--- src/include/fir_macros.svh ---
`ifndef FIR_MACROS_SVH
`define FIR_MACROS_SVH

// Width of one input sample from the modulator
`define FIR_IN_WIDTH 1

// Input samples consumed per output word
`define FIR_DSR 4

// Taps in the newer and the older half of the history window
`define FIR_LOOKAHEAD 16
`define FIR_LOOKBACK 16

// Window bits that address one distributed-arithmetic table
`define FIR_LUT_SIZE 4

`define FIR_COEF_WIDTH 12
`define FIR_ACC_WIDTH 18
`define FIR_OUT_WIDTH 14

`endif

--- src/firPkg.sv ---
`default_nettype none

`include "fir_macros.svh"

package firPkg;

    typedef logic signed [`FIR_COEF_WIDTH-1:0] coef_t;
    typedef coef_t coefSet_t [`FIR_LOOKAHEAD];
    typedef logic signed [`FIR_ACC_WIDTH-1:0] lutTable_t [2**`FIR_LUT_SIZE];

    // One history window, ahead half already in reversed order
    typedef struct packed {
        logic tick;
        logic [`FIR_LOOKAHEAD*`FIR_IN_WIDTH-1:0] ahead;
        logic [`FIR_LOOKBACK*`FIR_IN_WIDTH-1:0] back;
    } windowPkt_t;

    typedef struct packed {
        logic strobe;
        logic signed [`FIR_ACC_WIDTH-1:0] sum;
    } partialSum_t;

    // Index 0 is the tap next to the window centre for both halves
    localparam coefSet_t hAhead = '{
        12'sd1950, 12'sd1820, 12'sd1600, 12'sd1320,
        12'sd1010, 12'sd700,  12'sd420,  12'sd190,
        12'sd20,   -12'sd90,  -12'sd140, -12'sd150,
        -12'sd130, -12'sd100, -12'sd60,  -12'sd30
    };

    localparam coefSet_t hBack = '{
        12'sd1950, 12'sd1790, 12'sd1540, 12'sd1240,
        12'sd920,  12'sd610,  12'sd340,  12'sd130,
        -12'sd10,  -12'sd100, -12'sd145, -12'sd150,
        -12'sd125, -12'sd90,  -12'sd50,  -12'sd20
    };

    // Entry a holds the sum of the group coefficients whose address bit is set
    function automatic lutTable_t buildTable(input coefSet_t coefs, input int group);
        lutTable_t tbl;
        for (int a = 0; a < 2**`FIR_LUT_SIZE; a++) begin
            tbl[a] = '0;
            for (int b = 0; b < `FIR_LUT_SIZE; b++) begin
                if (a[b]) begin
                    tbl[a] = tbl[a] + `FIR_ACC_WIDTH'(coefs[group*`FIR_LUT_SIZE + b]);
                end
            end
        end
        return tbl;
    endfunction

endpackage

`default_nettype wire

--- src/decimTimer.sv ---
`default_nettype none

`include "fir_macros.svh"

module decimTimer (
    input  wire  clk,
    input  wire  rst,
    output logic tick
);

    localparam int cntWidth = (`FIR_DSR > 1) ? $clog2(`FIR_DSR) : 1;
    localparam logic [cntWidth-1:0] lastCount = cntWidth'(`FIR_DSR - 1);

    logic [cntWidth-1:0] count;

    always_ff @(posedge clk or negedge rst) begin
        if (!rst) begin
            count <= '0;
        end else if (count == lastCount) begin
            count <= '0;
        end else begin
            count <= count + 1'b1;
        end
    end

    // Tick marks the clock on which the last sample of a block is present
    assign tick = (count == lastCount);

endmodule

`default_nettype wire

--- src/sampleWindow.sv ---
`default_nettype none

`include "fir_macros.svh"

module sampleWindow (
    input  wire                      clk,
    input  wire                      rst,
    input  wire [`FIR_IN_WIDTH-1:0]  in,
    input  wire                      tick,
    output firPkg::windowPkt_t       window
);

    localparam int sampleW = `FIR_IN_WIDTH;
    localparam int blockW = (`FIR_DSR - 1) * sampleW;
    localparam int winW = (`FIR_LOOKAHEAD + `FIR_LOOKBACK) * sampleW;
    localparam int aheadW = `FIR_LOOKAHEAD * sampleW;

    logic [blockW-1:0] block;
    logic [winW-1:0] history;
    logic tickReg;

    // Newest sample always sits at the low end
    always_ff @(posedge clk or negedge rst) begin
        if (!rst) begin
            block <= '0;
        end else begin
            block <= {block[blockW-sampleW-1:0], in};
        end
    end

    always_ff @(posedge clk or negedge rst) begin
        if (!rst) begin
            history <= '0;
            tickReg <= 1'b0;
        end else begin
            tickReg <= tick;
            if (tick) begin
                history <= {history[winW-`FIR_DSR*sampleW-1:0], block, in};
            end
        end
    end

    // The ahead half is handed on oldest first so that bit j pairs with hAhead[j]
    always_comb begin
        window.tick = tickReg;
        for (int j = 0; j < `FIR_LOOKAHEAD; j++) begin
            window.ahead[j*sampleW +: sampleW] =
                history[(`FIR_LOOKAHEAD-1-j)*sampleW +: sampleW];
        end
        window.back = history[winW-1:aheadW];
    end

endmodule

`default_nettype wire

--- src/daLutBank.sv ---
`default_nettype none

`include "fir_macros.svh"

module daLutBank #(
    parameter firPkg::coefSet_t coefSet = firPkg::hAhead,
    parameter int numTaps = `FIR_LOOKAHEAD
) (
    input  wire                clk,
    input  wire                rst,
    input  wire [numTaps-1:0]  sel,
    input  wire                strobe,
    output firPkg::partialSum_t sum
);

    localparam int numGroups = numTaps / `FIR_LUT_SIZE;
    localparam int numPairs = numGroups / 2;

    logic signed [`FIR_ACC_WIDTH-1:0] lutOut [numGroups];
    logic signed [`FIR_ACC_WIDTH-1:0] pairSum [numPairs];
    logic signed [`FIR_ACC_WIDTH-1:0] treeSum;
    logic signed [`FIR_ACC_WIDTH-1:0] total;
    logic [2:0] strobeDly;

    // One constant table per group of four window bits
    genvar g;
    generate
        for (g = 0; g < numGroups; g++) begin : genLut
            localparam firPkg::lutTable_t lutTable = firPkg::buildTable(coefSet, g);

            always_ff @(posedge clk) begin
                lutOut[g] <= lutTable[sel[g*`FIR_LUT_SIZE +: `FIR_LUT_SIZE]];
            end
        end
    endgenerate

    // First tree level adds neighbouring tables
    always_ff @(posedge clk) begin
        for (int p = 0; p < numPairs; p++) begin
            pairSum[p] <= lutOut[2*p] + lutOut[2*p+1];
        end
    end

    always_comb begin
        treeSum = '0;
        for (int p = 0; p < numPairs; p++) begin
            treeSum = treeSum + pairSum[p];
        end
    end

    always_ff @(posedge clk) begin
        total <= treeSum;
    end

    // The strobe follows the data through lookup and both tree levels
    always_ff @(posedge clk or negedge rst) begin
        if (!rst) begin
            strobeDly <= '0;
        end else begin
            strobeDly <= {strobeDly[1:0], strobe};
        end
    end

    assign sum.strobe = strobeDly[2];
    assign sum.sum = total;

endmodule

`default_nettype wire

--- src/outputStage.sv ---
`default_nettype none

`include "fir_macros.svh"

module outputStage (
    input  wire                          clk,
    input  wire                          rst,
    input  wire firPkg::partialSum_t     ahead,
    input  wire firPkg::partialSum_t     back,
    output logic [`FIR_OUT_WIDTH-1:0]    out,
    output logic                         outStrobe,
    output logic                         valid
);

    localparam int shiftBits = `FIR_ACC_WIDTH - `FIR_OUT_WIDTH;
    // Number of blocks until the window holds only real samples
    localparam int fillCount = (`FIR_LOOKAHEAD + `FIR_LOOKBACK) / `FIR_DSR;
    localparam int cntWidth = $clog2(fillCount);

    logic signed [`FIR_ACC_WIDTH-1:0] fullSum;
    logic signed [`FIR_OUT_WIDTH-1:0] scaled;
    logic [cntWidth-1:0] strobeCount;

    assign fullSum = ahead.sum + back.sum;

    // Dropping the low bits is an arithmetic shift that rounds toward minus infinity
    assign scaled = fullSum[`FIR_ACC_WIDTH-1:shiftBits];

    always_ff @(posedge clk or negedge rst) begin
        if (!rst) begin
            out <= '0;
            outStrobe <= 1'b0;
        end else begin
            outStrobe <= ahead.strobe;
            if (ahead.strobe) begin
                out <= {~scaled[`FIR_OUT_WIDTH-1], scaled[`FIR_OUT_WIDTH-2:0]};
            end
        end
    end

    // Both banks run in lockstep, so the ahead strobe stands for the pair
    always_ff @(posedge clk or negedge rst) begin
        if (!rst) begin
            strobeCount <= '0;
            valid <= 1'b0;
        end else if (ahead.strobe && !valid) begin
            if (strobeCount == cntWidth'(fillCount - 1)) begin
                valid <= 1'b1;
            end else begin
                strobeCount <= strobeCount + 1'b1;
            end
        end
    end

endmodule

`default_nettype wire

--- src/firDecimTop.sv ---
`default_nettype none

`include "fir_macros.svh"

module firDecimTop (
    input  wire                         clk,
    input  wire                         rst,
    input  wire [`FIR_IN_WIDTH-1:0]     in,
    output logic [`FIR_OUT_WIDTH-1:0]   out,
    output logic                        outStrobe,
    output logic                        valid
);

    logic tick;
    firPkg::windowPkt_t window;
    firPkg::partialSum_t aheadSum;
    firPkg::partialSum_t backSum;

    decimTimer timer (
        .clk  (clk),
        .rst  (rst),
        .tick (tick)
    );

    sampleWindow sampler (
        .clk    (clk),
        .rst    (rst),
        .in     (in),
        .tick   (tick),
        .window (window)
    );

    // Newer half of the window, taps applied in reversed sample order
    daLutBank #(
        .coefSet (firPkg::hAhead),
        .numTaps (`FIR_LOOKAHEAD)
    ) aheadBank (
        .clk    (clk),
        .rst    (rst),
        .sel    (window.ahead),
        .strobe (window.tick),
        .sum    (aheadSum)
    );

    daLutBank #(
        .coefSet (firPkg::hBack),
        .numTaps (`FIR_LOOKBACK)
    ) backBank (
        .clk    (clk),
        .rst    (rst),
        .sel    (window.back),
        .strobe (window.tick),
        .sum    (backSum)
    );

    outputStage outStage (
        .clk       (clk),
        .rst       (rst),
        .ahead     (aheadSum),
        .back      (backSum),
        .out       (out),
        .outStrobe (outStrobe),
        .valid     (valid)
    );

endmodule

`default_nettype wire

--- config.mk ---
export PLATFORM = sky130hd
export DESIGN_NAME = firDecimTop
export DESIGN_NICKNAME = d
export VERILOG_FILES = /design/src/firPkg.sv /design/src/decimTimer.sv /design/src/sampleWindow.sv /design/src/daLutBank.sv /design/src/outputStage.sv /design/src/firDecimTop.sv
export VERILOG_INCLUDE_DIRS = /design/src /design/src/include
export SDC_FILE = /design/constraint.sdc
export NUM_CORES = 1
export LEC_CHECK = 0
export BUFFER_PORTS_ARGS = -buffer_cell sky130_fd_sc_hd__buf_2
export CORE_ASPECT_RATIO = 2
export CORE_MARGIN = 10
export CORE_UTILIZATION = 55
export CTS_BUF_LIST = sky130_fd_sc_hd__clkbuf_8
export DETAILED_ROUTE_END_ITERATION = 7
export PLACE_DENSITY = 0.74
export SLEW_MARGIN = 20
export SYNTH_ARGS = -nofsm -noshare
export SYNTH_HDL_FRONTEND = slang
export SYNTH_SLANG_ARGS = --single-unit
--- constraint.sdc ---
create_clock -name clk -period 2.4 [get_ports clk]
set_input_delay 0.24 -clock clk [delete_from_list [all_inputs] [get_ports clk]]
set_output_delay 0.24 -clock clk [all_outputs]
set_load 0.03 [all_outputs]
==> run metrics <==
Synth top area share=31.37%; 1st-iter DRT viols=about 350; Slew Limit Fails=0; Pleak=about 5.6 nW; synthesized area=approximately 0.011 mm^2; Placed Area=between 0.01 and 0.015 mm^2; post-route minimum period=between 2 and 2.5 ns; Crit. End Element=register; drt drc=0; DRT Wirelength=around 22000 um; Net Sw Frac=a little under two fifths; GPL Wtd Cong=a little over 0.9; Num CTS Buffers=34; DIE AREA=~0.027 mm^2; gr usage total=17.15%; placement row count=73; worst-margin pin slew=0.5887 ns; diode count=0; vias per cell=between 5 and 6; Clock Skews=around 0.027 ns; num ports=19; total gr overflow=0; clock tree buffer depth=3; Worst slew margin=60.76%; largest net degree at the start of global routing=between 60 and 70; initial antenna violation count=0; Die Ht=222.1 um; DRT antenna net count=0; Arr. time, crit path=between 2 and 3 ns; async set or reset register ratio after synthesis=25.42%; Area contributors post-synth=dfxtp_1 (31%), ha_1 (15%), dfrtp_1 (13%); hpwl dp=17270 um; ys flop type=dfxtp_1; Final period util=102.6%; Worst IR Drop VDD=about 0.7 mV; Clk pin slew, worst setup/hold paths=0.07 ns; vias in the first global route=about 8000; max cap viols=0; WL/cell=roughly 16 um; R2R cell count=9; Syn. warnings=0; Mapped Nets=1255; most common cell after layout, fill and taps aside=dfxtp_1; post-route cell area=0.01244 mm^2; Worst R2R Setup Slack=-0.06 ns; clock sinks=~240; most frequent cells in the layout=dfxtp_1 (174), ha_1 (129), nand2_1 (103); Finish-stage setup viols=1; overall power=about 14 mW; sequential power share=around 38%; Mean Syn Cell Area=slightly above 10 um^2; sequential share of the synthesized area=44.74%; clock share of power=23.0%; fin nets=roughly 1300; CTS H-Tree Depth=2; setup ws final=-0.06167 ns; Setup crit start kind=register; FF-to-FF Start=aheadBank.lutOut[3][1]; Fin. Hold Viols=0; Post-synth EDFFs=0; Worst EP required=roughly 2.8 ns; Seq cells post-synth=between 200 and 250; ratio of cells with drive above 1 in the final layout=11.47%; power per cell area=between 1000 and 1500 mW/mm^2; I/O Buffers=18; status=complete, but fails checks; Mapped Cells=1113; failing checks=negative setup slack; worst reg2reg path endpoint=aheadBank.pairSum[0][27]; switching power=around 5.3 mW; clk_lat worst skew=between 0.5 and 0.6 ns; CP Max Fanout=2; CTS tree=yes; Crit Path Class=reg -> reg; unique cell type count in the Yosys netlist=60; dominant cell type by area after synthesis=dfxtp_1; Root Driver=clkbuf_8; via count=around 7900; core area=0.02000 mm^2; HP Class=in -> async; Initial Util=56.15%; RSZ-0062 raised after global routing=true; DRT Pass-1 Iters=4; synth-to-layout area growth=10.75%; fmax=approximately 0.4 GHz; logic gate share of total power=about 40%; cell-internal power=9.113 mW; first-pass GRT wire length=between 30000 and 40000 um; Die Wd=roughly 120 um
cells in the mapped netlist, types with 3 or more instances:
cell type  instances
nand3_1           12
o31ai_1           12
dfxtp_1          176
o22ai_1            4
mux2i_1            7
o21a_1            14
clkbuf_1          27
nor2b_1           15
o21ai_0           91
a21oi_1           66
xnor2_1           46
a21o_1            23
or3_1              4
and3_1             6
a21boi_0           5
o221ai_1           3
a211oi_1          11
o31a_1             4
nand4_1            8
fa_1               8
or2_2              3
dfrtp_1           60
nor3_1            14
xor2_1            40
nand2_1          103
inv_1             55
o21bai_1           8
o211ai_1           7
ha_1             131
nand2b_1          13
mux2_2            27
and2_1             7
a31o_2             4
nor2_1            57
a31oi_1            7
worst max path at each step:
stage                                 from                  endpoint  cells after the start
floorplan           aheadBank.lutOut[2][1]  aheadBank.pairSum[0][27]                      9
finish              aheadBank.lutOut[3][1]  aheadBank.pairSum[0][27]                      9
detailed placement  aheadBank.lutOut[2][1]  aheadBank.pairSum[0][27]                      9
global route        aheadBank.lutOut[3][1]  aheadBank.pairSum[0][27]                      9
global placement    aheadBank.lutOut[2][1]  aheadBank.pairSum[0][27]                      9
CTS                 aheadBank.lutOut[2][1]  aheadBank.pairSum[0][27]                      9
critical path, cell delays in order (launching register included):
cell     delay (ns)
dfxtp_2        0.33
ha_4           0.16
fa_2           0.35
a21o_1         0.17
a21oi_2        0.14
nor2b_1        0.07
o31a_1         0.26
o21a_1         0.20
or2_4          0.24
fa_1           0.42
metrics by stage:
stage / cells / hold slack, ns / setup WS [ns] / utilization, % / TNS [ns]
after floorplan: 1113 / -0.05559 / -0.03960 / - / -0.03960
after global placement: 1375 / 0.2725 / -0.04238 / 58.23 / -0.04238
after detailed placement: 1375 / 0.2799 / -0.07362 / 58.23 / -0.07362
after CTS: 1438 / 0.2623 / -0.06794 / 62.03 / -0.06794
after global routing: 1439 / 0.2823 / -0.1572 / 62.18 / -0.2408
final: 1439 / 0.2560 / -0.06167 / 62.18 / -0.06167
registers in the layout, indices dropped and copies added, names as in the netlist, 14 cells and up:
register,cells
aheadBank.lutOut,40
aheadBank.pairSum,30
aheadBank.total,17
backBank.lutOut,42
backBank.pairSum,30
backBank.total,17
outStage.out,14
sampler.history,32
power by group through the flow:
stage	registers (mW)	clock network, mW	logic [mW]
after CTS	5.39	3.40	5.68
after detailed placement	5.47	0	5.64
after global placement	5.45	0	5.53
after global routing	5.46	3.55	6.39
final	5.39	3.31	5.69
after floorplan	5.44	0	4.12
routing by layer:
metal  routed length (um)  track usage, %  vias up
met1                 7718           15.46     3694
met4                 1202           10.73        0
li1                     -               -     3979
met3                  669           2.550       65
met2                12890           33.56      126
met5                    0               0        -
kinds of logic (layout without fill, tap and decap cells):
logic type | after synthesis | in the layout | share of synthesized area, %
AOI/OAI and AO/OA | 283 | 283 | 16.03
DFF | 236 | 236 | 44.74
xor gates and xnor gates | 86 | 86 | 6.707
buffers and inverters | 84 | 148 | 2.808
and+or+nand+nor | 250 | 250 | 10.16
muxes | 35 | 35 | 3.532
adders and majority gates | 139 | 139 | 16.02
what timing repair did:
item,4_1_cts,5_1_grt
hold buffers,2,0
gates cloned,0,0
setup buffers,1,1
hold endpoints to repair,62,0
resized for setup,1,6
endpoints found under the setup margin,3,6
pin swaps,1,4
area by class of cell:
cell class | count | area (um^2)
fillers | 1647 | 7565
multi-input cells | 793 | 5928
flip-flops and latches | 236 | 5027
clock buffers | 43 | 591.8
well taps | 262 | 327.8
repair buffers | 33 | 220.2
inverters | 55 | 206.4
clock inverters | 17 | 136.4
Power figures use the tool's default switching activity.
